===== config.mk =====
export PLATFORM = sky130hd
export DESIGN_NAME = debug_req_gate
export DESIGN_NICKNAME = d
export VERILOG_FILES = /design/src/soc_pkg.sv /design/src/debug_req_gate.sv
export SDC_FILE = /design/constraint.sdc
export NUM_CORES = 1
export LEC_CHECK = 0
export BUFFER_PORTS_ARGS = -buffer_cell sky130_fd_sc_hd__buf_2
export CORE_AREA = 2 2 39 41
export CTS_BUF_LIST = sky130_fd_sc_hd__clkbuf_4 sky130_fd_sc_hd__clkbuf_8
export DETAILED_ROUTE_END_ITERATION = 8
export DIE_AREA = 0 0 41 43
export PLACE_DENSITY = 0.61
export SETUP_SLACK_MARGIN = 0.02
export SLEW_MARGIN = 20
export SYNTH_ARGS = -nofsm -noshare
export SYNTH_HDL_FRONTEND = slang
export SYNTH_SLANG_ARGS = --single-unit

===== constraint.sdc =====
create_clock -name clk_i -period 2.54 [get_ports clk_i]
set_input_delay 0.508 -clock clk_i [delete_from_list [all_inputs] [get_ports clk_i]]
set_output_delay 0.508 -clock clk_i [all_outputs]
set_load 0.01 [all_outputs]

===== src/soc_pkg.sv =====
package soc_pkg;

  // ----------------------------------------
  // Bus widths
  // ----------------------------------------
  localparam int unsigned AddrWidth  = 32;
  localparam int unsigned DataWidth  = 64;
  localparam int unsigned StrbWidth  = DataWidth / 8;
  localparam int unsigned WordOffset = $clog2(StrbWidth);

  // ----------------------------------------
  // Address map
  // ----------------------------------------
  localparam logic [AddrWidth-1:0] RomBase    = 32'h0001_0000;
  localparam logic [AddrWidth-1:0] RomLength  = 32'h0001_0000;
  localparam logic [AddrWidth-1:0] GpioBase   = 32'h4000_0000;
  localparam logic [AddrWidth-1:0] GpioLength = 32'h0000_1000;
  localparam logic [AddrWidth-1:0] DramBase   = 32'h8000_0000;
  localparam logic [AddrWidth-1:0] DramLength = 32'h0000_2000;

  // Memory depths and the index widths derived from them
  localparam int unsigned RomWords     = 8;
  localparam int unsigned SramWords    = 1024;
  localparam int unsigned RomIdxWidth  = $clog2(RomWords);
  localparam int unsigned SramIdxWidth = $clog2(SramWords);

  // Boot code, first instruction in the low half of each word
  localparam logic [0:RomWords-1][DataWidth-1:0] BootImage = '{
    64'h00000597_f1402573,  // csrr a0, mhartid ; auipc a1, 0
    64'h800002b7_02058593,  // addi a1, a1, 32 ; lui t0, 0x80000
    64'h10500073_00028067,  // jr t0 ; wfi
    64'h00000013_ffdff06f,  // j wfi ; nop
    64'h00000000_edfe0dd0,
    64'h00000000_00000038,
    64'h00000000_00000048,
    64'h00000000_00000011
  };

  // Debug request hold-off after power-on
  localparam int unsigned DmiDelCycles = 500;
  localparam int unsigned DmiCntWidth  = $clog2(DmiDelCycles + 1);

  // ----------------------------------------
  // Bus types
  // ----------------------------------------
  typedef struct packed {
    logic [AddrWidth-1:0] addr;
    logic                 we;
    logic [StrbWidth-1:0] be;
    logic [DataWidth-1:0] wdata;
  } bus_req_t;

  typedef struct packed {
    logic [DataWidth-1:0] rdata;
    logic                 err;
  } bus_rsp_t;

  typedef enum logic [1:0] {
    SelRom  = 2'd0,
    SelSram = 2'd1,
    SelErr  = 2'd2
  } slave_sel_e;

endpackage


===== src/debug_req_gate.sv =====
`timescale 1ns/1ps

module debug_req_gate (
  input  logic clk_i,
  input  logic rst_ni,
  input  logic debug_req_i,
  input  logic debug_enable_i,
  output logic debug_req_o
);
  import soc_pkg::*;

  logic [DmiCntWidth-1:0] cnt_q;
  logic                   holdoff;

  // ----------------------------------------
  // Power-on hold-off counter
  // ----------------------------------------
  // Gives the boot code time to run before the first halt
  always_ff @(posedge clk_i or negedge rst_ni) begin
    if (!rst_ni) begin
      cnt_q <= DmiCntWidth'(DmiDelCycles);
    end else if (holdoff) begin
      cnt_q <= cnt_q - 1'b1;
    end
  end

  assign holdoff = (cnt_q != '0);

  // ----------------------------------------
  // Request gating
  // ----------------------------------------
  assign debug_req_o = !holdoff && debug_enable_i && debug_req_i;

  // No halt request may reach the core during the hold-off window
  a_no_req_in_holdoff: assert property (
    @(posedge clk_i) disable iff (!rst_ni)
    (cnt_q != '0) |-> !debug_req_o
  ) else $error("debug request leaked during hold-off");

endmodule


==> run metrics <==
root cell of the clock tree clkbuf_4; Starting Density 32.0%; core footprint 1380 µm²; via density per instance 4.88; sequential-to-total area share from yosys stat 52.5%; share of the synthesized area in the top cell type 35.6%; cells traversed along the worst timing path or4_4 > nor4_4 > and3_1 > buf_2; Setup CP Type flip-flop to output port; type of origin of the critical path flip-flop; Site Rows 14; category of the worst setup path capture point output port; routability cong. 0.749; cell area after layout 520 µm²; number of register bits inferred by synthesis 9; crit path max-delay cell type or4_4; clock transition at the registers of the reported paths 0.06 ns; largest net degree at the start of global routing 10; Inserted Diodes 0; post-placement cell area 490 µm²; DRC 0; post-layout worst setup margin 0.217 ns; ys flop type dfstp_2; # clock sinks 9; peak ir drop on the vdd network 0.257 mV; number of flip-flops in the largest register 9; Die Area 1760 µm²; EDFF count, synth 0; Max FO, Critical Path 5; first-pass GRT wire length 1.24 mm; overall routed net length 750 µm; power density cells 528 nW/µm²; path category of the worst min-delay check input port to async pin; number of antenna violations at the first check in global routing 0; highest cell delay on the worst timing path 0.59 ns; share of the clock period used by the worst path 91.5%; Final Max Slew Viols 0; number of placed instances with taps included 60; deepest clock path buffer count 2; vias in the first global route 282; top cells by instance count after synthesis dfstp_2 (6), o21ai_0 (6), dfrtp_1 (3); vias after detailed routing 312; number of setup buffers added after CTS 0; clock period minus worst slack 2.32 ns; number of warnings issued by yosys 0; clock tree from TritonCTS yes; clk_lat worst skew 0.27 ns; fraction of final layout cells with drive strength greater than 1 43.8%; Ports 5; number of CTS-inserted buffers 3; Final Non-Filler Cells 64; setup repair after global routing missed its margin no; minimum setup slack after placement 0.499 ns; Post-Synthesis Mean Instance Area 11.4 µm²; number of cells produced by synthesis 39; overall routing resource usage 12.0%; number of gates resized after cts 0; maximum clock skew at final layout 0.00494 ns; Achievable Freq 0.430 GHz; layout-stage area growth over the synthesis result 17.5%; ys async rst share 100%; dominant cell type by area after synthesis dfstp_2; Antenna Nets Post-Route 0; synthesized netlist net count 44; Pwr Total 0.000275 W; Total Negative Setup Slacks 0 ns; horizontal die dimension 41 µm; endpoints failing hold 0; WL/cell 11.7 µm; Max-slew headroom 79.0%; number of maximum-capacitance violations 0; total setup violations reported at the end of the flow 0; registers with the highest flip-flop counts cnt_q: 9 flops; die boundary height 43 µm; synthesized area 443 µm²; number of DRC violations after detailed-routing iteration 0 3; Congestion Overflow GR 0; crit path DAT 1.82 ns; detailed-placement wirelength estimate 543 µm; number of hold-repair buffers added at the cts stage 0; result of the run complete, no violations; register containing the most flip-flops in the final layout cnt_q; count of nets after finishing 54; detailed-router iteration count before antenna repair 2; top cells by area, synth dfstp_2 (36%), dfrtp_1 (17%), o21ai_0 (6.8%); I/O Buffers 4; leakage power 0.246 nW; actual slew at the worst max-slew pin 0.316 ns; critical path data required time 2.03 ns; H-tree depth 1; synth unique cells 20
[final timing paths]
path / startpoint / to / slack [ns] / cells past startpoint
max: cnt_q[3] / debug_req_o / 0.22 / 4
min: rst_ni / cnt_q[0] / 0.08 / 1
max reg2reg: cnt_q[3] / cnt_q[1] / 0.87 / 4
min reg2reg: cnt_q[0] / cnt_q[0] / 0.49 / 1
max in group asynchronous: rst_ni / cnt_q[4] / 2.21 / 1
min in group clk_i: cnt_q[0] / cnt_q[0] / 0.49 / 1
[cells by family after synthesis]
logic type | synth area share [%]
and+or+nand+nor | 22.0
AOI/OAI and AO/OA | 14.1
DFF | 52.5
buffers and inverters | 1.70
muxes | 4.80
xor gates and xnor gates | 1.98
adders and majority gates | 2.82
[power breakdown]
| part | leakage (nW) | switching, W | internal, W |
|---|---|---|---|
| logic | 0.124 | 0.00000371 | 0.00000254 |
| clock network | 0.0184 | 0.0000531 | 0.0000714 |
| registers | 0.104 | 0 | 0.000144 |
| total | 0.246 | 0.0000568 | 0.000218 |
[area by class of cell]
type,instances,area [µm²]
flip-flops and latches,9,233
multi-input cells,28,203
inverters,2,7.51
well taps,16,20.0
clock buffers,4,30.0
fillers,141,863
repair buffers,5,27.5
[routing by layer]
metal  wire (µm)  vias up  track usage [%]
met3          20        4             1.57
met1         315      145             14.9
met5           0        -                0
met2         367        4             13.8
met4          46        0             18.0
li1            -      159                -
[stage by stage]
| step | hold slack [ns] | utilization (%) |
|---|---|---|
| after floorplan | 0.212 | - |
| after global routing | 0.0946 | 37.6 |
| after CTS | 0.0736 | 37.6 |
| after global placement | 0.368 | 35.4 |
| after detailed placement | 0.370 | 35.4 |
| final | 0.0767 | 37.6 |
[layout by cell type, fill, tap and decap left out]
cell      n
and3_1    1
buf_2     4
buf_4     1
clkbuf_4  4
dfrtp_1   3
dfstp_2   6
ha_1      1
inv_1     2
mux2_2    1
mux2i_1   1
nand2_1   1
nand2b_1  2
nor2_1    2
nor3_1    2
nor4_4    1
o21ai_0   6
o21bai_1  1
o31a_2    1
o31ai_1   2
or2_2     2
or3_1     2
or4_4     1
xnor2_1   1
[critical path, delay by kind of cell, from the launching register on]
family	cells	cell delay, ns
buf+inv	1	0.12
flops	1	0.41
simple gates	3	1.02
Power figures use the tool's default switching activity.
