==> src/soc_pkg.sv <==
package soc_pkg;

  // ----------------------------------------
  // Bus widths
  // ----------------------------------------
  localparam int unsigned AddrWidth  = 32;
  localparam int unsigned DataWidth  = 64;
  localparam int unsigned StrbWidth  = DataWidth / 8;
  localparam int unsigned WordOffset = $clog2(StrbWidth);

  // ----------------------------------------
  // Address map
  // ----------------------------------------
  localparam logic [AddrWidth-1:0] RomBase    = 32'h0001_0000;
  localparam logic [AddrWidth-1:0] RomLength  = 32'h0001_0000;
  localparam logic [AddrWidth-1:0] GpioBase   = 32'h4000_0000;
  localparam logic [AddrWidth-1:0] GpioLength = 32'h0000_1000;
  localparam logic [AddrWidth-1:0] DramBase   = 32'h8000_0000;
  localparam logic [AddrWidth-1:0] DramLength = 32'h0000_2000;

  // Memory depths and the index widths derived from them
  localparam int unsigned RomWords     = 8;
  localparam int unsigned SramWords    = 1024;
  localparam int unsigned RomIdxWidth  = $clog2(RomWords);
  localparam int unsigned SramIdxWidth = $clog2(SramWords);

  // Boot code, first instruction in the low half of each word
  localparam logic [0:RomWords-1][DataWidth-1:0] BootImage = '{
    64'h00000597_f1402573,  // csrr a0, mhartid ; auipc a1, 0
    64'h800002b7_02058593,  // addi a1, a1, 32 ; lui t0, 0x80000
    64'h10500073_00028067,  // jr t0 ; wfi
    64'h00000013_ffdff06f,  // j wfi ; nop
    64'h00000000_edfe0dd0,
    64'h00000000_00000038,
    64'h00000000_00000048,
    64'h00000000_00000011
  };

  // Debug request hold-off after power-on
  localparam int unsigned DmiDelCycles = 500;
  localparam int unsigned DmiCntWidth  = $clog2(DmiDelCycles + 1);

  // ----------------------------------------
  // Bus types
  // ----------------------------------------
  typedef struct packed {
    logic [AddrWidth-1:0] addr;
    logic                 we;
    logic [StrbWidth-1:0] be;
    logic [DataWidth-1:0] wdata;
  } bus_req_t;

  typedef struct packed {
    logic [DataWidth-1:0] rdata;
    logic                 err;
  } bus_rsp_t;

  typedef enum logic [1:0] {
    SelRom  = 2'd0,
    SelSram = 2'd1,
    SelErr  = 2'd2
  } slave_sel_e;

endpackage

==> src/bus_addr_decoder.sv <==
`timescale 1ns/1ps

module bus_addr_decoder (
  input  logic                             clk_i,
  input  logic                             rst_ni,
  input  logic                             req_valid_i,
  input  soc_pkg::bus_req_t                req_i,
  output logic                             rsp_valid_o,
  output soc_pkg::bus_rsp_t                rsp_o,
  output logic                             rom_req_o,
  output logic [soc_pkg::RomIdxWidth-1:0]  rom_idx_o,
  input  logic [soc_pkg::DataWidth-1:0]    rom_rdata_i,
  output logic                             sram_req_o,
  output logic                             sram_we_o,
  output logic [soc_pkg::SramIdxWidth-1:0] sram_idx_o,
  output logic [soc_pkg::StrbWidth-1:0]    sram_be_o,
  output logic [soc_pkg::DataWidth-1:0]    sram_wdata_o,
  input  logic [soc_pkg::DataWidth-1:0]    sram_rdata_i
);
  import soc_pkg::*;

  logic [AddrWidth-1:0] rom_off;
  logic [AddrWidth-1:0] dram_off;
  logic                 rom_hit;
  logic                 dram_hit;
  logic                 req_taken;
  slave_sel_e           sel_d;
  slave_sel_e           sel_q;
  logic                 valid_q;

  // ----------------------------------------
  // Address decode
  // ----------------------------------------
  assign rom_off  = req_i.addr - RomBase;
  assign dram_off = req_i.addr - DramBase;

  // Only the first RomWords words of the ROM window are backed
  assign rom_hit  = (req_i.addr >= RomBase) && (rom_off < RomLength)
                    && (rom_off[AddrWidth-1:WordOffset] < RomWords);
  assign dram_hit = (req_i.addr >= DramBase) && (dram_off < DramLength);

  always_comb begin
    // GPIO has no slave, answered from the error path
    sel_d = SelErr;
    if (rom_hit && !req_i.we) begin
      sel_d = SelRom;
    end else if (dram_hit) begin
      sel_d = SelSram;
    end
  end

  // Nothing is accepted while the fabric is held in reset
  assign req_taken = req_valid_i && rst_ni;

  // ----------------------------------------
  // Slave strobes
  // ----------------------------------------
  assign rom_req_o    = req_taken && (sel_d == SelRom);
  assign rom_idx_o    = rom_off[WordOffset +: RomIdxWidth];

  assign sram_req_o   = req_taken && (sel_d == SelSram);
  assign sram_we_o    = req_i.we;
  assign sram_idx_o   = dram_off[WordOffset +: SramIdxWidth];
  assign sram_be_o    = req_i.be;
  assign sram_wdata_o = req_i.wdata;

  // ----------------------------------------
  // Response path
  // ----------------------------------------
  always_ff @(posedge clk_i or negedge rst_ni) begin
    if (!rst_ni) begin
      valid_q <= 1'b0;
      sel_q   <= SelErr;
    end else begin
      valid_q <= req_taken;
      if (req_taken) begin
        sel_q <= sel_d;
      end
    end
  end

  assign rsp_valid_o = valid_q;

  // Error responses carry zero data
  always_comb begin
    rsp_o = '0;
    unique case (sel_q)
      SelRom:  rsp_o.rdata = rom_rdata_i;
      SelSram: rsp_o.rdata = sram_rdata_i;
      default: rsp_o.err   = 1'b1;
    endcase
  end

  // Every response answers a request from the cycle before
  a_rsp_follows_req: assert property (
    @(posedge clk_i) disable iff (!rst_ni)
    rsp_valid_o |-> $past(req_valid_i)
  ) else $error("response without a request one cycle earlier");

endmodule

==> config.mk <==
export PLATFORM = sky130hd
export DESIGN_NAME = bus_addr_decoder
export DESIGN_NICKNAME = d
export VERILOG_FILES = /design/src/soc_pkg.sv /design/src/bus_addr_decoder.sv
export SDC_FILE = /design/constraint.sdc
export NUM_CORES = 1
export LEC_CHECK = 0
export BUFFER_PORTS_ARGS = -buffer_cell sky130_fd_sc_hd__buf_2
export CORE_AREA = 3 3 150 152
export CTS_CLUSTER_DIAMETER = 100
export CTS_CLUSTER_SIZE = 12
export DETAILED_ROUTE_END_ITERATION = 8
export DIE_AREA = 0 0 153 155
export PLACE_DENSITY = 0.45
export SYNTH_ARGS = -nofsm -noshare
export SYNTH_HDL_FRONTEND = slang
export SYNTH_SLANG_ARGS = --single-unit
==> constraint.sdc <==
create_clock -name clk_i -period 1.2 [get_ports clk_i]
set_input_delay 0.18 -clock clk_i [delete_from_list [all_inputs] [get_ports clk_i]]
set_output_delay 0.18 -clock clk_i [all_outputs]
set_load 0.01 [all_outputs]
==> flow_summary.json <==
{
  "status": "finished with violations",
  "failed_checks": "negative setup slack",
  "post-route-util": 0.148,
  "grt_pass1_vias": 2242,
  "drtIter0Drc": 81,
  "rsz0062_at_grt": "true",
  "vdd_drop_max_v": 0.000356,
  "synth-seq-area-share": 0.0420,
  "period_share": 1.31,
  "setup_viol": 67,
  "start_util": 0.0859,
  "routed_wl_mm": 8.21,
  "hp-class": "input pin to register",
  "pre_cts_ws_ns": -0.229,
  "finalClockSkew_ns": 0,
  "cp.required_ns": 1.02,
  "worst_slew_pin_slew_ns": 0.305,
  "synth_top_cell_area_share": 0.376,
  "slew_viol_final": 0,
  "grt_overflow": 0,
  "dr.pass1.iters": 4,
  "relSlewSlack": 0.796,
  "synthFlopType": "dfrtp_1",
  "ys_ff_latch": 3,
  "grt_pass1_wl_mm": 11.3,
  "grt_max_degree": 35,
  "place.gp.congestion": 0.664,
  "synth_nets": 488,
  "synth_most_common_cell": "buf_4",
  "die_area_mm2": 0.0237,
  "cp-start-kind": "register",
  "n_antenna_cell": 0,
  "place_area_mm2": 0.00277,
  "die_h_um": 155,
  "ios": 390,
  "worstPathArrival_ns": 1.39,
  "synth_edf_count": 0,
  "die_x_um": 153,
  "synthCells": 252,
  "hold_viol": 0,
  "ys_types": 19,
  "fmax_ghz": 0.635,
  "syn_area_mm2": 0.00182,
  "ys.warnings.count": 0,
  "grt_usage": 0.0579,
  "cts_max_level": 1,
  "dp.cells": 673,
  "final_net_count": 649,
  "synth_top_cell_by_area": "buf_4",
  "numCtsBuffers": 3,
  "finalCriticalPeriod_ns": 1.57,
  "wl_per_cell_um": 12.0,
  "power.density_mw_per_mm2": 336,
  "ctsRootBufferMaster": "clkbuf_16",
  "end_kind": "output pin",
  "synth_commonest_cells": "91 x buf_4, 66 x nor2_1, 64 x mux2i_1, 5 x buf_1",
  "power_mw": 1.05,
  "seq_area_um2": 80.1,
  "dp_hpwl_mm": 6.86,
  "drv_cap": 0,
  "cts_max_path_buffers": 2,
  "tritoncts": "built",
  "ant_nets": 0,
  "final_area_mm2": 0.00314,
  "synth.avg_cell_area_um2": 7.21,
  "synth_area_leaders": "buf_4 38%, mux2i_1 35%, nor2_1 14%, dfrtp_1 2.8%, dfstp_2 1.4%",
  "vias": 2223,
  "rows": 53,
  "grt_antenna_before_repair": 1,
  "fin_ws_ns": -0.374,
  "vias_per_cell": 3.24,
  "fill_cells": 2439,
  "multi_input_comb_area_mm2": 0.00111,
  "critPathMaxFanout": 15,
  "ys_async_sr_fraction": 1.00,
  "worst-setup-path-type": "register to output pin",
  "drive_above_1_share": 0.660,
  "power_leakage_nw": 1.54,
  "cts.sinks": 3,
  "core_mm2": 0.0212,
  "layoutNonFillerInstCount": 687,
  "path_clk_slew_ns": 0.03,
  "drc": 0,
  "reg2reg_slack_ns": 0.22,
  "io_buffers": 233,
  "clk_latency_ns": 0.22,
  "areaGrowthSynthToFinish_pct": 72.7
}
-- per-stage QoR --
step           hold WS, ns  setup TNS, ns
2_1_floorplan       -0.116              0
3_5_place_dp        0.0676          -6.26
5_1_grt              0.330         -24.50
4_1_cts              0.291         -21.07
3_3_place_gp        0.0677          -5.52
6_report             0.315         -20.27
-- worst max-delay path: stages, from the launching register on --
cell and delay, ns:
dfrtp_4 0.49, buf_12 0.16, buf_12 0.15, mux2i_1 0.11, nor2_1 0.09, buf_2 0.14
-- final timing paths --
path / endpoint / cells after the start / from
worst max register to register: sel_q[1]$_DFFE_PN1P_ / 2 / sel_q[1]$_DFFE_PN1P_
worst max-delay path: rsp_o[10] / 5 / sel_q[0]$_DFFE_PN0P_
worst min register to register: sel_q[1]$_DFFE_PN1P_ / 2 / sel_q[1]$_DFFE_PN1P_
max in group asynchronous: sel_q[1]$_DFFE_PN1P_ / 3 / rst_ni
min in group asynchronous: rsp_valid_o$_DFF_PN0_ / 3 / rst_ni
worst min-delay path: rsp_valid_o$_DFF_PN0_ / 2 / req_valid_i
-- flip-flops by register name (all words and copies together) (netlist names) --
register	count
sel_q	2
rsp_valid_o	1
-- report_power, final --
group	leakage, nW	internal [mW]	switching, mW
Sequential	0.0354	0.104	0.000764
Clock	0.0382	0.438	0.0864
Combinational	1.47	0.269	0.156
-- repair_timing --
| action | 4_1_cts | 5_1_grt |
|---|---|---|
| hold buffers | 1 | 0 |
| endpoints found under the hold margin | 2 | 0 |
| gates resized for setup | 19 | 9 |
| setup buffers | 3 | 5 |
| pin swaps | 7 | 10 |
| endpoints found under the setup margin | 67 | 69 |
| gates cloned | 0 | 2 |
-- per-layer routing --
| metal | up-vias | routed length, µm | track usage |
|---|---|---|---|
| met5 | - | 13 | 0 |
| met4 | 2 | 531 | 0.0382 |
| met3 | 51 | 1060 | 0.0217 |
| met2 | 198 | 3990 | 0.105 |
| met1 | 907 | 2610 | 0.0546 |
| li1 | 1065 | - | - |
-- layout by cell type, fill, tap and decap left out --
cell type and n:
buf_2 224, nor2_1 66, mux2i_1 64, buf_4 13
buf_6 11, buf_12 7, nor4_4 4, clkbuf_16 4
nor3_2 2, nand3_2 2, inv_1 2, and2_1 1
nor4b_4 1, nand3_4 1, nor3_4 1, nand2_1 1
a32oi_1 1, o32a_1 1, o32ai_1 1, clkbuf_1 1
dlygate4sd3_1 1, dfrtp_1 1, dfrtp_4 1, dfstp_2 1
-- area by class of cell --
| class | count | share of cell area |
|---|---|---|
| Inverter | 2 | 0.00239 |
| Timing Repair Buffer | 257 | 0.484 |
| Sequential cell | 3 | 0.0255 |
| Clock buffer | 4 | 0.0251 |
| Tap cell | 275 | 0.110 |
| Multi-Input combinational cell | 146 | 0.353 |
-- cell families (layout without fill, tap and decap cells) --
kind of cell           Yosys count  count (layout)  share of synthesized area
buffers and inverters          103             263                      0.403
AND/OR/NAND/NOR                 79              79                      0.187
AO/OA/AOI/OAI                    3               3                     0.0152
multiplexers                    64              64                      0.353
flip-flops                       3               3                     0.0420
Note: power is estimated with default switching activity, not from simulation.
