File: src/soc_pkg.sv
package soc_pkg;

  // ----------------------------------------
  // Bus widths
  // ----------------------------------------
  localparam int unsigned AddrWidth  = 32;
  localparam int unsigned DataWidth  = 64;
  localparam int unsigned StrbWidth  = DataWidth / 8;
  localparam int unsigned WordOffset = $clog2(StrbWidth);

  // ----------------------------------------
  // Address map
  // ----------------------------------------
  localparam logic [AddrWidth-1:0] RomBase    = 32'h0001_0000;
  localparam logic [AddrWidth-1:0] RomLength  = 32'h0001_0000;
  localparam logic [AddrWidth-1:0] GpioBase   = 32'h4000_0000;
  localparam logic [AddrWidth-1:0] GpioLength = 32'h0000_1000;
  localparam logic [AddrWidth-1:0] DramBase   = 32'h8000_0000;
  localparam logic [AddrWidth-1:0] DramLength = 32'h0000_2000;

  // Memory depths and the index widths derived from them
  localparam int unsigned RomWords     = 8;
  localparam int unsigned SramWords    = 1024;
  localparam int unsigned RomIdxWidth  = $clog2(RomWords);
  localparam int unsigned SramIdxWidth = $clog2(SramWords);

  // Boot code, first instruction in the low half of each word
  localparam logic [0:RomWords-1][DataWidth-1:0] BootImage = '{
    64'h00000597_f1402573,  // csrr a0, mhartid ; auipc a1, 0
    64'h800002b7_02058593,  // addi a1, a1, 32 ; lui t0, 0x80000
    64'h10500073_00028067,  // jr t0 ; wfi
    64'h00000013_ffdff06f,  // j wfi ; nop
    64'h00000000_edfe0dd0,
    64'h00000000_00000038,
    64'h00000000_00000048,
    64'h00000000_00000011
  };

  // Debug request hold-off after power-on
  localparam int unsigned DmiDelCycles = 500;
  localparam int unsigned DmiCntWidth  = $clog2(DmiDelCycles + 1);

  // ----------------------------------------
  // Bus types
  // ----------------------------------------
  typedef struct packed {
    logic [AddrWidth-1:0] addr;
    logic                 we;
    logic [StrbWidth-1:0] be;
    logic [DataWidth-1:0] wdata;
  } bus_req_t;

  typedef struct packed {
    logic [DataWidth-1:0] rdata;
    logic                 err;
  } bus_rsp_t;

  typedef enum logic [1:0] {
    SelRom  = 2'd0,
    SelSram = 2'd1,
    SelErr  = 2'd2
  } slave_sel_e;

endpackage

File: src/boot_rom.sv
`timescale 1ns/1ps

module boot_rom (
  input  logic                            clk_i,
  input  logic                            rst_ni,
  input  logic                            req_i,
  input  logic [soc_pkg::RomIdxWidth-1:0] idx_i,
  output logic [soc_pkg::DataWidth-1:0]   rdata_o
);
  import soc_pkg::*;

  logic [DataWidth-1:0] rdata_q;

  // Registered read, data held between strobes
  always_ff @(posedge clk_i or negedge rst_ni) begin
    if (!rst_ni) begin
      rdata_q <= '0;
    end else if (req_i) begin
      rdata_q <= BootImage[idx_i];
    end
  end

  assign rdata_o = rdata_q;

  // Decoder must never strobe past the end of the image
  a_idx_in_image: assert property (
    @(posedge clk_i) disable iff (!rst_ni)
    req_i |-> (int'(idx_i) < RomWords)
  ) else $error("boot ROM index %0d out of range", idx_i);

endmodule

File: config.mk
export PLATFORM = sky130hd
export DESIGN_NAME = boot_rom
export DESIGN_NICKNAME = d
export VERILOG_FILES = /design/src/soc_pkg.sv /design/src/boot_rom.sv
export SDC_FILE = /design/constraint.sdc
export NUM_CORES = 1
export LEC_CHECK = 0
export BUFFER_PORTS_ARGS = -buffer_cell sky130_fd_sc_hd__buf_2
export CELL_PAD_IN_SITES_DETAIL_PLACEMENT = 0
export CELL_PAD_IN_SITES_GLOBAL_PLACEMENT = 2
export CORE_UTILIZATION = 28
export DETAILED_ROUTE_END_ITERATION = 6
export MAX_ROUTING_LAYER = met4
export PLACE_DENSITY_LB_ADDON = 0.1
export SYNTH_ARGS = -nofsm -noshare
export SYNTH_HDL_FRONTEND = slang
export SYNTH_SLANG_ARGS = --single-unit
File: constraint.sdc
create_clock -name clk_i -period 1.4 [get_ports clk_i]
set_clock_uncertainty 0.05 [all_clocks]
set_input_delay 0 -clock clk_i [delete_from_list [all_inputs] [get_ports clk_i]]
set_output_delay 0 -clock clk_i [all_outputs]
set_load 0.02 [all_outputs]
==> results.md, run 1 <==
- Status: complete, no violations
- Placed instance count: 229
- Met1 global-route usage: 13.3%
- Depth of the CTS H-tree: 1
- Max-slew violations: 0
- Synth top area share: between 40 and 50%
- Worst path cell trace: buf_2
- FF-to-FF path depth: 2
- #FFs+latches synth: 23
- Commonest non-fill, non-tap cell in the layout: buf_2
- Largest family of logic cells by synthesized area: buffers and inverters
- Die ar.: 5310 um^2
- FILL cells: 530
- Multi-input logic area: 484 um^2
- HP Class: input port to flip-flop
- GR peak layer: met2
- Top Family by Delay on Critical Path: flip-flops
- Final Wtd Congestion: slightly below 0.7
- Total GRT Usage: between 10% and 20%
- ANT nets after route: 0
- Synth Area in Compound Gates: 6.85%
- Clk buf depth: 2
- Reg area: about 580 um^2
- Synth Cell Area: 1410 um^2
- DR iter-0 viols: 15
- Row cnt: 25
- Fin cells: between 200 and 250
- Critical path buffers and inverters: 1
- Core ar.: 4790 um^2
- Post-layout min period: ~0.93 ns
- Slew @ Worst Pin: 0.536 ns
- Starting Density: 29.4%
- Area grow syn2layout: 7.74%
- Placed cell areas: 1460 um^2
- Area contributors post-synth: dfrtp_1 41%, buf_4 22%, ha_1 4.4%
- Post-Syn Instances: 140
- Design Power: 1.68 mW
- Critical Path RT: between 1 and 1.5 ns
- Setup Total Neg Slack: 0 ns
- Cell Pwr Density: 1110 nW/um^2
- Setup-failing EPs final: 0
- Clk root buf: clkbuf_8
- Peak fanout along the critical path: 6
- Crit-path slowest cell: dfrtp_1
- PortBufs: 50
- Xor-xnor portion of the synthesized cell area: 0%
- First-pass GRT wire length: approximately 4.3 mm
- Vias in the first global route: roughly 860
- Clock sinks: 23
- WL final: 2.64 mm
- M2 GR Usage: 17.8%
- HPWL Detailed: 1.96 mm
- Post-synthesis simple-gate area fraction: roughly 11%
- Per-cell routed wire length: roughly 11 um
- Nets: 179
- VDD IR max: roughly 0.34 mV
- CP Depth: 1
- CTS tree: built
- Vias per cell: 3.83
- Die width: between 70 and 80 um
- Clock transition at path regs: around 0.09 ns
- Largest area contributor in the netlist: dfrtp_1
- CP peak stage delay: between 0.4 and 0.5 ns
- Type of the worst setup path: flip-flop to output port
- Worst setup EP type: output port
- Congestion Overflow GR: 0
- First-pass detailed-route iteration total: 4
- Fmax: 1080 MHz
- Synth warnings: 0
- Leak: ~0.82 nW
- Antenna diodes: 0
- Hold Fails Final Rpt: 0
- Final core utilization: approximately a third
- Netlist cell types: 23
- Max reg flops: 23
- Critical Path Start Type: flip-flop
- Max transition margin: 64.2%
- Final Cell Area: 1520 um^2
- Max-cap violations: 0
- Syn_area_per_cell: 10.0 um^2
- Final Cycle Share: 66.2%
- Pin count of the biggest net entering global routing: 24
- Post-cts sizing count: 0
- Num CTS Buffers: 3
- Die height: about 73 um
- I/O pins: 70
- Mux share of post-synthesis cell area: 6.94%
- Via count: 896
- Worst slack at placement: 0.252 ns
- Most frequent cells in the layout: 50 x buf_2, 23 x dfrtp_1, 19 x conb_1
- Worst Setup Slack, final: 0.473 ns
- Number of antenna violations at the first check in global routing: 0
- Cells on Worst Hold Path: 3
- Unrepaired setup endpoints after global routing: no
- Post-route DRC: 0
- WHS: 0.0354 ns
- Layout cell share with drive strength beyond 1: between 30% and 40%
- Register area share after synthesis: around 40%
- Met3 usage: 1.38%
- WP data arrival: 0.88 ns
- Post-Synth Adder-Cell Area: 4.45%
- Skew-Pair Late Insertion Delay: 0.27 ns
[cells in the mapped netlist]
| cell type | number |
|---|---|
| a31o_1 | 5 |
| a31oi_1 | 6 |
| buf_2 | 1 |
| buf_4 | 42 |
| buf_6 | 3 |
| buf_8 | 1 |
| conb_1 | 1 |
| dfrtp_1 | 23 |
| ha_1 | 5 |
| inv_1 | 12 |
| mux2_2 | 2 |
| mux2_4 | 1 |
| mux2i_1 | 6 |
| nand2_1 | 3 |
| nand2_2 | 1 |
| nand2b_1 | 7 |
| nand3_1 | 1 |
| nand3b_1 | 2 |
| nor2_1 | 8 |
| nor2_2 | 1 |
| nor2b_1 | 5 |
| o21ai_0 | 3 |
| or2b_1 | 1 |
[worst paths after layout]
| kind | to | slack [ns] | start |
|---|---|---|---|
| setup / recovery | rdata_o[26] | 0.47 | rdata_o[27] |
| setup reg to reg | rdata_o[31] | 0.52 | rdata_o[31] |
| min in group asynchronous | rdata_o[25] | 0.19 | rst_ni |
| hold / removal | rdata_o[25] | 0.04 | idx_i[0] |
| hold reg to reg | rdata_o[37] | 0.47 | rdata_o[37] |
| max in group asynchronous | rdata_o[4] | 0.76 | rst_ni |
[logic make-up (layout without fill, tap and decap cells)]
family	count (synthesis)	after routing
buf+inv	59	68
simple gates	29	29
compound gates	14	14
flops	23	23
fa+ha+maj	5	5
other cells	1	19
mux	9	9
[final cells by class]
cell class | count | area share [%]
clock buffers | 3 | 2.73
clock inverters | 1 | 0.330
inverters | 12 | 2.97
multi-input cells | 76 | 32.0
flip-flops and latches | 23 | 38.0
well taps | 67 | 5.53
repair buffers | 52 | 18.5
[power by group]
part | leakage (nW) | total [mW] | internal (mW) | switching, mW
Sequential | 0.285 | 0.766 | 0.726 | 0.0403
Clock | 0.0255 | 0.426 | 0.199 | 0.227
Combinational | 0.510 | 0.491 | 0.156 | 0.335
[routing by layer]
metal  share of wire (%)  vias up  wire, um
met1                  47      414      1250
met2                  46       39      1210
li1                    -      438         -
met4                 2.3        0        62
met5                   0        -         0
met3                 4.4        5       115
[repair_timing]
| action | 4_1_cts | 5_1_grt |
|---|---|---|
| buffers inserted | 0 | 0 |
| hold buffers | 1 | 0 |
| endpoints found under the hold margin | 23 | 0 |
No activity file was read; power rests on OpenSTA's default activity.
==> run 2, diff against run 1 <==
--- a/config.mk
+++ b/config.mk
@@ -8,7 +8,7 @@
 export BUFFER_PORTS_ARGS = -buffer_cell sky130_fd_sc_hd__buf_2
 export CELL_PAD_IN_SITES_DETAIL_PLACEMENT = 0
 export CELL_PAD_IN_SITES_GLOBAL_PLACEMENT = 2
-export CORE_UTILIZATION = 28
+export CORE_UTILIZATION = 26
 export DETAILED_ROUTE_END_ITERATION = 6
 export MAX_ROUTING_LAYER = met4
 export PLACE_DENSITY_LB_ADDON = 0.1
==> constraint.sdc (replaced) <==
create_clock -name clk_i -period 0.9 [get_ports clk_i]
set_clock_uncertainty 0.05 [all_clocks]
set_input_delay 0 -clock clk_i [delete_from_list [all_inputs] [get_ports clk_i]]
set_output_delay 0 -clock clk_i [all_outputs]
set_load 0.02 [all_outputs]
==> results.md, run 2 (synthesis gave the netlist of run 1 again) <==
- Die width: 75.5 um (+3.7%)
- I/O pins: 70 (unchanged)
- Max reg flops: 23 (unchanged)
- Placed cell areas: 1570 um^2 (+7.5%)
- Unrepaired setup endpoints after global routing: yes
- Total GRT Usage: 10.6% (-0.40 points)
- Vias in the first global route: 871 (+1.5%)
- Number of antenna violations at the first check in global routing: 0 (unchanged)
- Setup-failing EPs final: 21 (+21)
- Skew-Pair Late Insertion Delay: 0.26 ns (about the same)
- Vias per cell: 3.95 (+3.1%)
- Hold Fails Final Rpt: 0 (unchanged)
- Hold path start: idx_i[2]
- WL final: 2.82 mm (+6.7%)
- Post-route DRC: 0 (unchanged)
- First-pass GRT wire length: 4.27 mm (+0.33%)
- Post-layout min period: 0.984 ns
- Nets: 195 (+8.9%)
- Row cnt: 26 (+4.0%)
- Final Cycle Share: 109%
- Switch share: 33.6% (-2.2 points)
- Critical Path RT: 0.85 ns (-0.50 ns)
- Via count: 999 (+11%)
- Crit path from: rdata_o[31]
- Per-cell routed wire length: 11.1 um (-1.3%)
- Antenna diodes: 0 (unchanged)
- Setup Total Neg Slack: -0.873 ns (-0.873 ns)
- PortBufs: 50 (unchanged)
- P_sw: 0.974 mW (+62%)
- Final core utilization: 36.8% (+5.1 points)
- Starting Density: 27.2% (-2.2 points)
- Design Power: 2.90 mW (+72%)
- Clock transition at path regs: 0.08 ns (about the same)
- Status: finished with violations
- Final Cell Area: 1900 um^2 (+26%)
- Final Wtd Congestion: 0.685 (-0.29%)
- Peak fanout along the critical path: 5 (-1)
- DR iter-0 viols: 34 (+19)
- CTS tree: built
- VDD IR max: 0.504 mV (+50%)
- Depth of the CTS H-tree: 1 (unchanged)
- Layout cell share with drive strength beyond 1: 45.9% (+10 points)
- Failing checks: negative setup slack
- Internal power component: 1.93 mW (+78%)
- Most frequent cells in the layout: 38 x buf_6, 19 x conb_1, 18 x dfrtp_1
- Congestion Overflow GR: 0 (unchanged)
- Pin count of the biggest net entering global routing: 20 (-17%)
- Num CTS Buffers: 3 (unchanged)
- Max-slew violations: 0 (unchanged)
- Core ar.: 5170 um^2 (+8.1%)
- Max-cap violations: 0 (unchanged)
- Die ar.: 5710 um^2 (+7.5%)
- Leak: 0.957 nW (+17%)
- Area grow syn2layout: 35.3%
- Sequential share of power: 42.1% (-3.4 points)
- HPWL Detailed: 2.06 mm (+4.8%)
- Die height: 75.5 um (+3.7%)
- WHS: 0.00824 ns (-0.0271 ns)
- FF-to-FF Start: rdata_o[31]
- Comb power frac: 35.8% (+6.7 points)
- Clk buf depth: 2 (unchanged)
- Type of the worst setup path: flip-flop to output port
- ANT nets after route: 0 (unchanged)
- Critical Path Start Type: flip-flop
- Fmax: 1020 MHz
- HP Class: input port to flip-flop
- Fin cells: 253 (+8.1%)
- Worst setup EP type: output port
- Clk root buf: clkbuf_8
- Commonest non-fill, non-tap cell in the layout: buf_6
- Cell Pwr Density: 1520 nW/um^2 (+37%)
- Worst slack at placement: -0.103 ns (-0.354 ns)
- Clock sinks: 23 (unchanged)
- Placed instance count: 244 (+6.6%)
- WP data arrival: 0.93 ns (+0.05 ns)
- Worst Setup Slack, final: -0.0845 ns (-0.557 ns)
- First-pass detailed-route iteration total: 4 (unchanged)
- Clock power share: 22.1% (-3.2 points)
==> run 2: changes by cell type in the layout (fill, tap and decap cells not counted), sizes merged <==
cell,delta
buf,+16
==> run 2: repair_timing <==
action / CTS / global route
buffers inserted: 2 / 2
endpoints found under the hold margin: 23 / 0
hold buffers: 1 / 0
resized for setup: 45 / 35
setup endpoints to repair: 20 / 39
gates cloned: 0 / 0
==> run 2: power groups by stage <==
| stage | clock [mW] | sequential, mW | combinational [mW] |
|---|---|---|---|
| detailed placement | 0 | 1.21 | 0.830 |
| CTS | 0.680 | 1.21 | 0.959 |
| finish | 0.642 | 1.22 | 1.04 |
| global route | 0.721 | 1.24 | 1.12 |
| floorplan | 0 | 1.34 | 0.581 |
| global placement | 0 | 1.21 | 0.834 |
==> run 2: final cells by class <==
class	count	area, um^2
clock buffers	3	41.3
inverters	12	45.0
repair buffers	68	641
clock inverters	1	5.00
fillers	526	3270
flip-flops and latches	23	582
well taps	70	87.6
multi-input cells	76	502
==> run 2: worst paths after layout <==
path                               end  slack, ns  cells past startpoint
setup reg to reg           rdata_o[31]          0                      2
hold reg to reg             rdata_o[2]       0.48                      2
max in group asynchronous  rdata_o[10]       0.32                      3
hold / removal             rdata_o[36]      0.008                      2
setup / recovery           rdata_o[22]      -0.08                      2
min in group asynchronous   rdata_o[6]       0.10                      2
==> run 2: critical path, stage by stage (launching register included) <==
cell and delay (ns):
dfrtp_2 0.41, buf_6 0.13, buf_6 0.12
==> run 2: per-layer routing <==
layer | vias to the layer above | wire (um) | GRT usage (%)
met5 | - | 0 | -
met4 | 0 | 33 | 4.32
met3 | 4 | 140 | 1.32
met2 | 50 | 1390 | 16.5
met1 | 478 | 1260 | 13.9
li1 | 467 | - | -
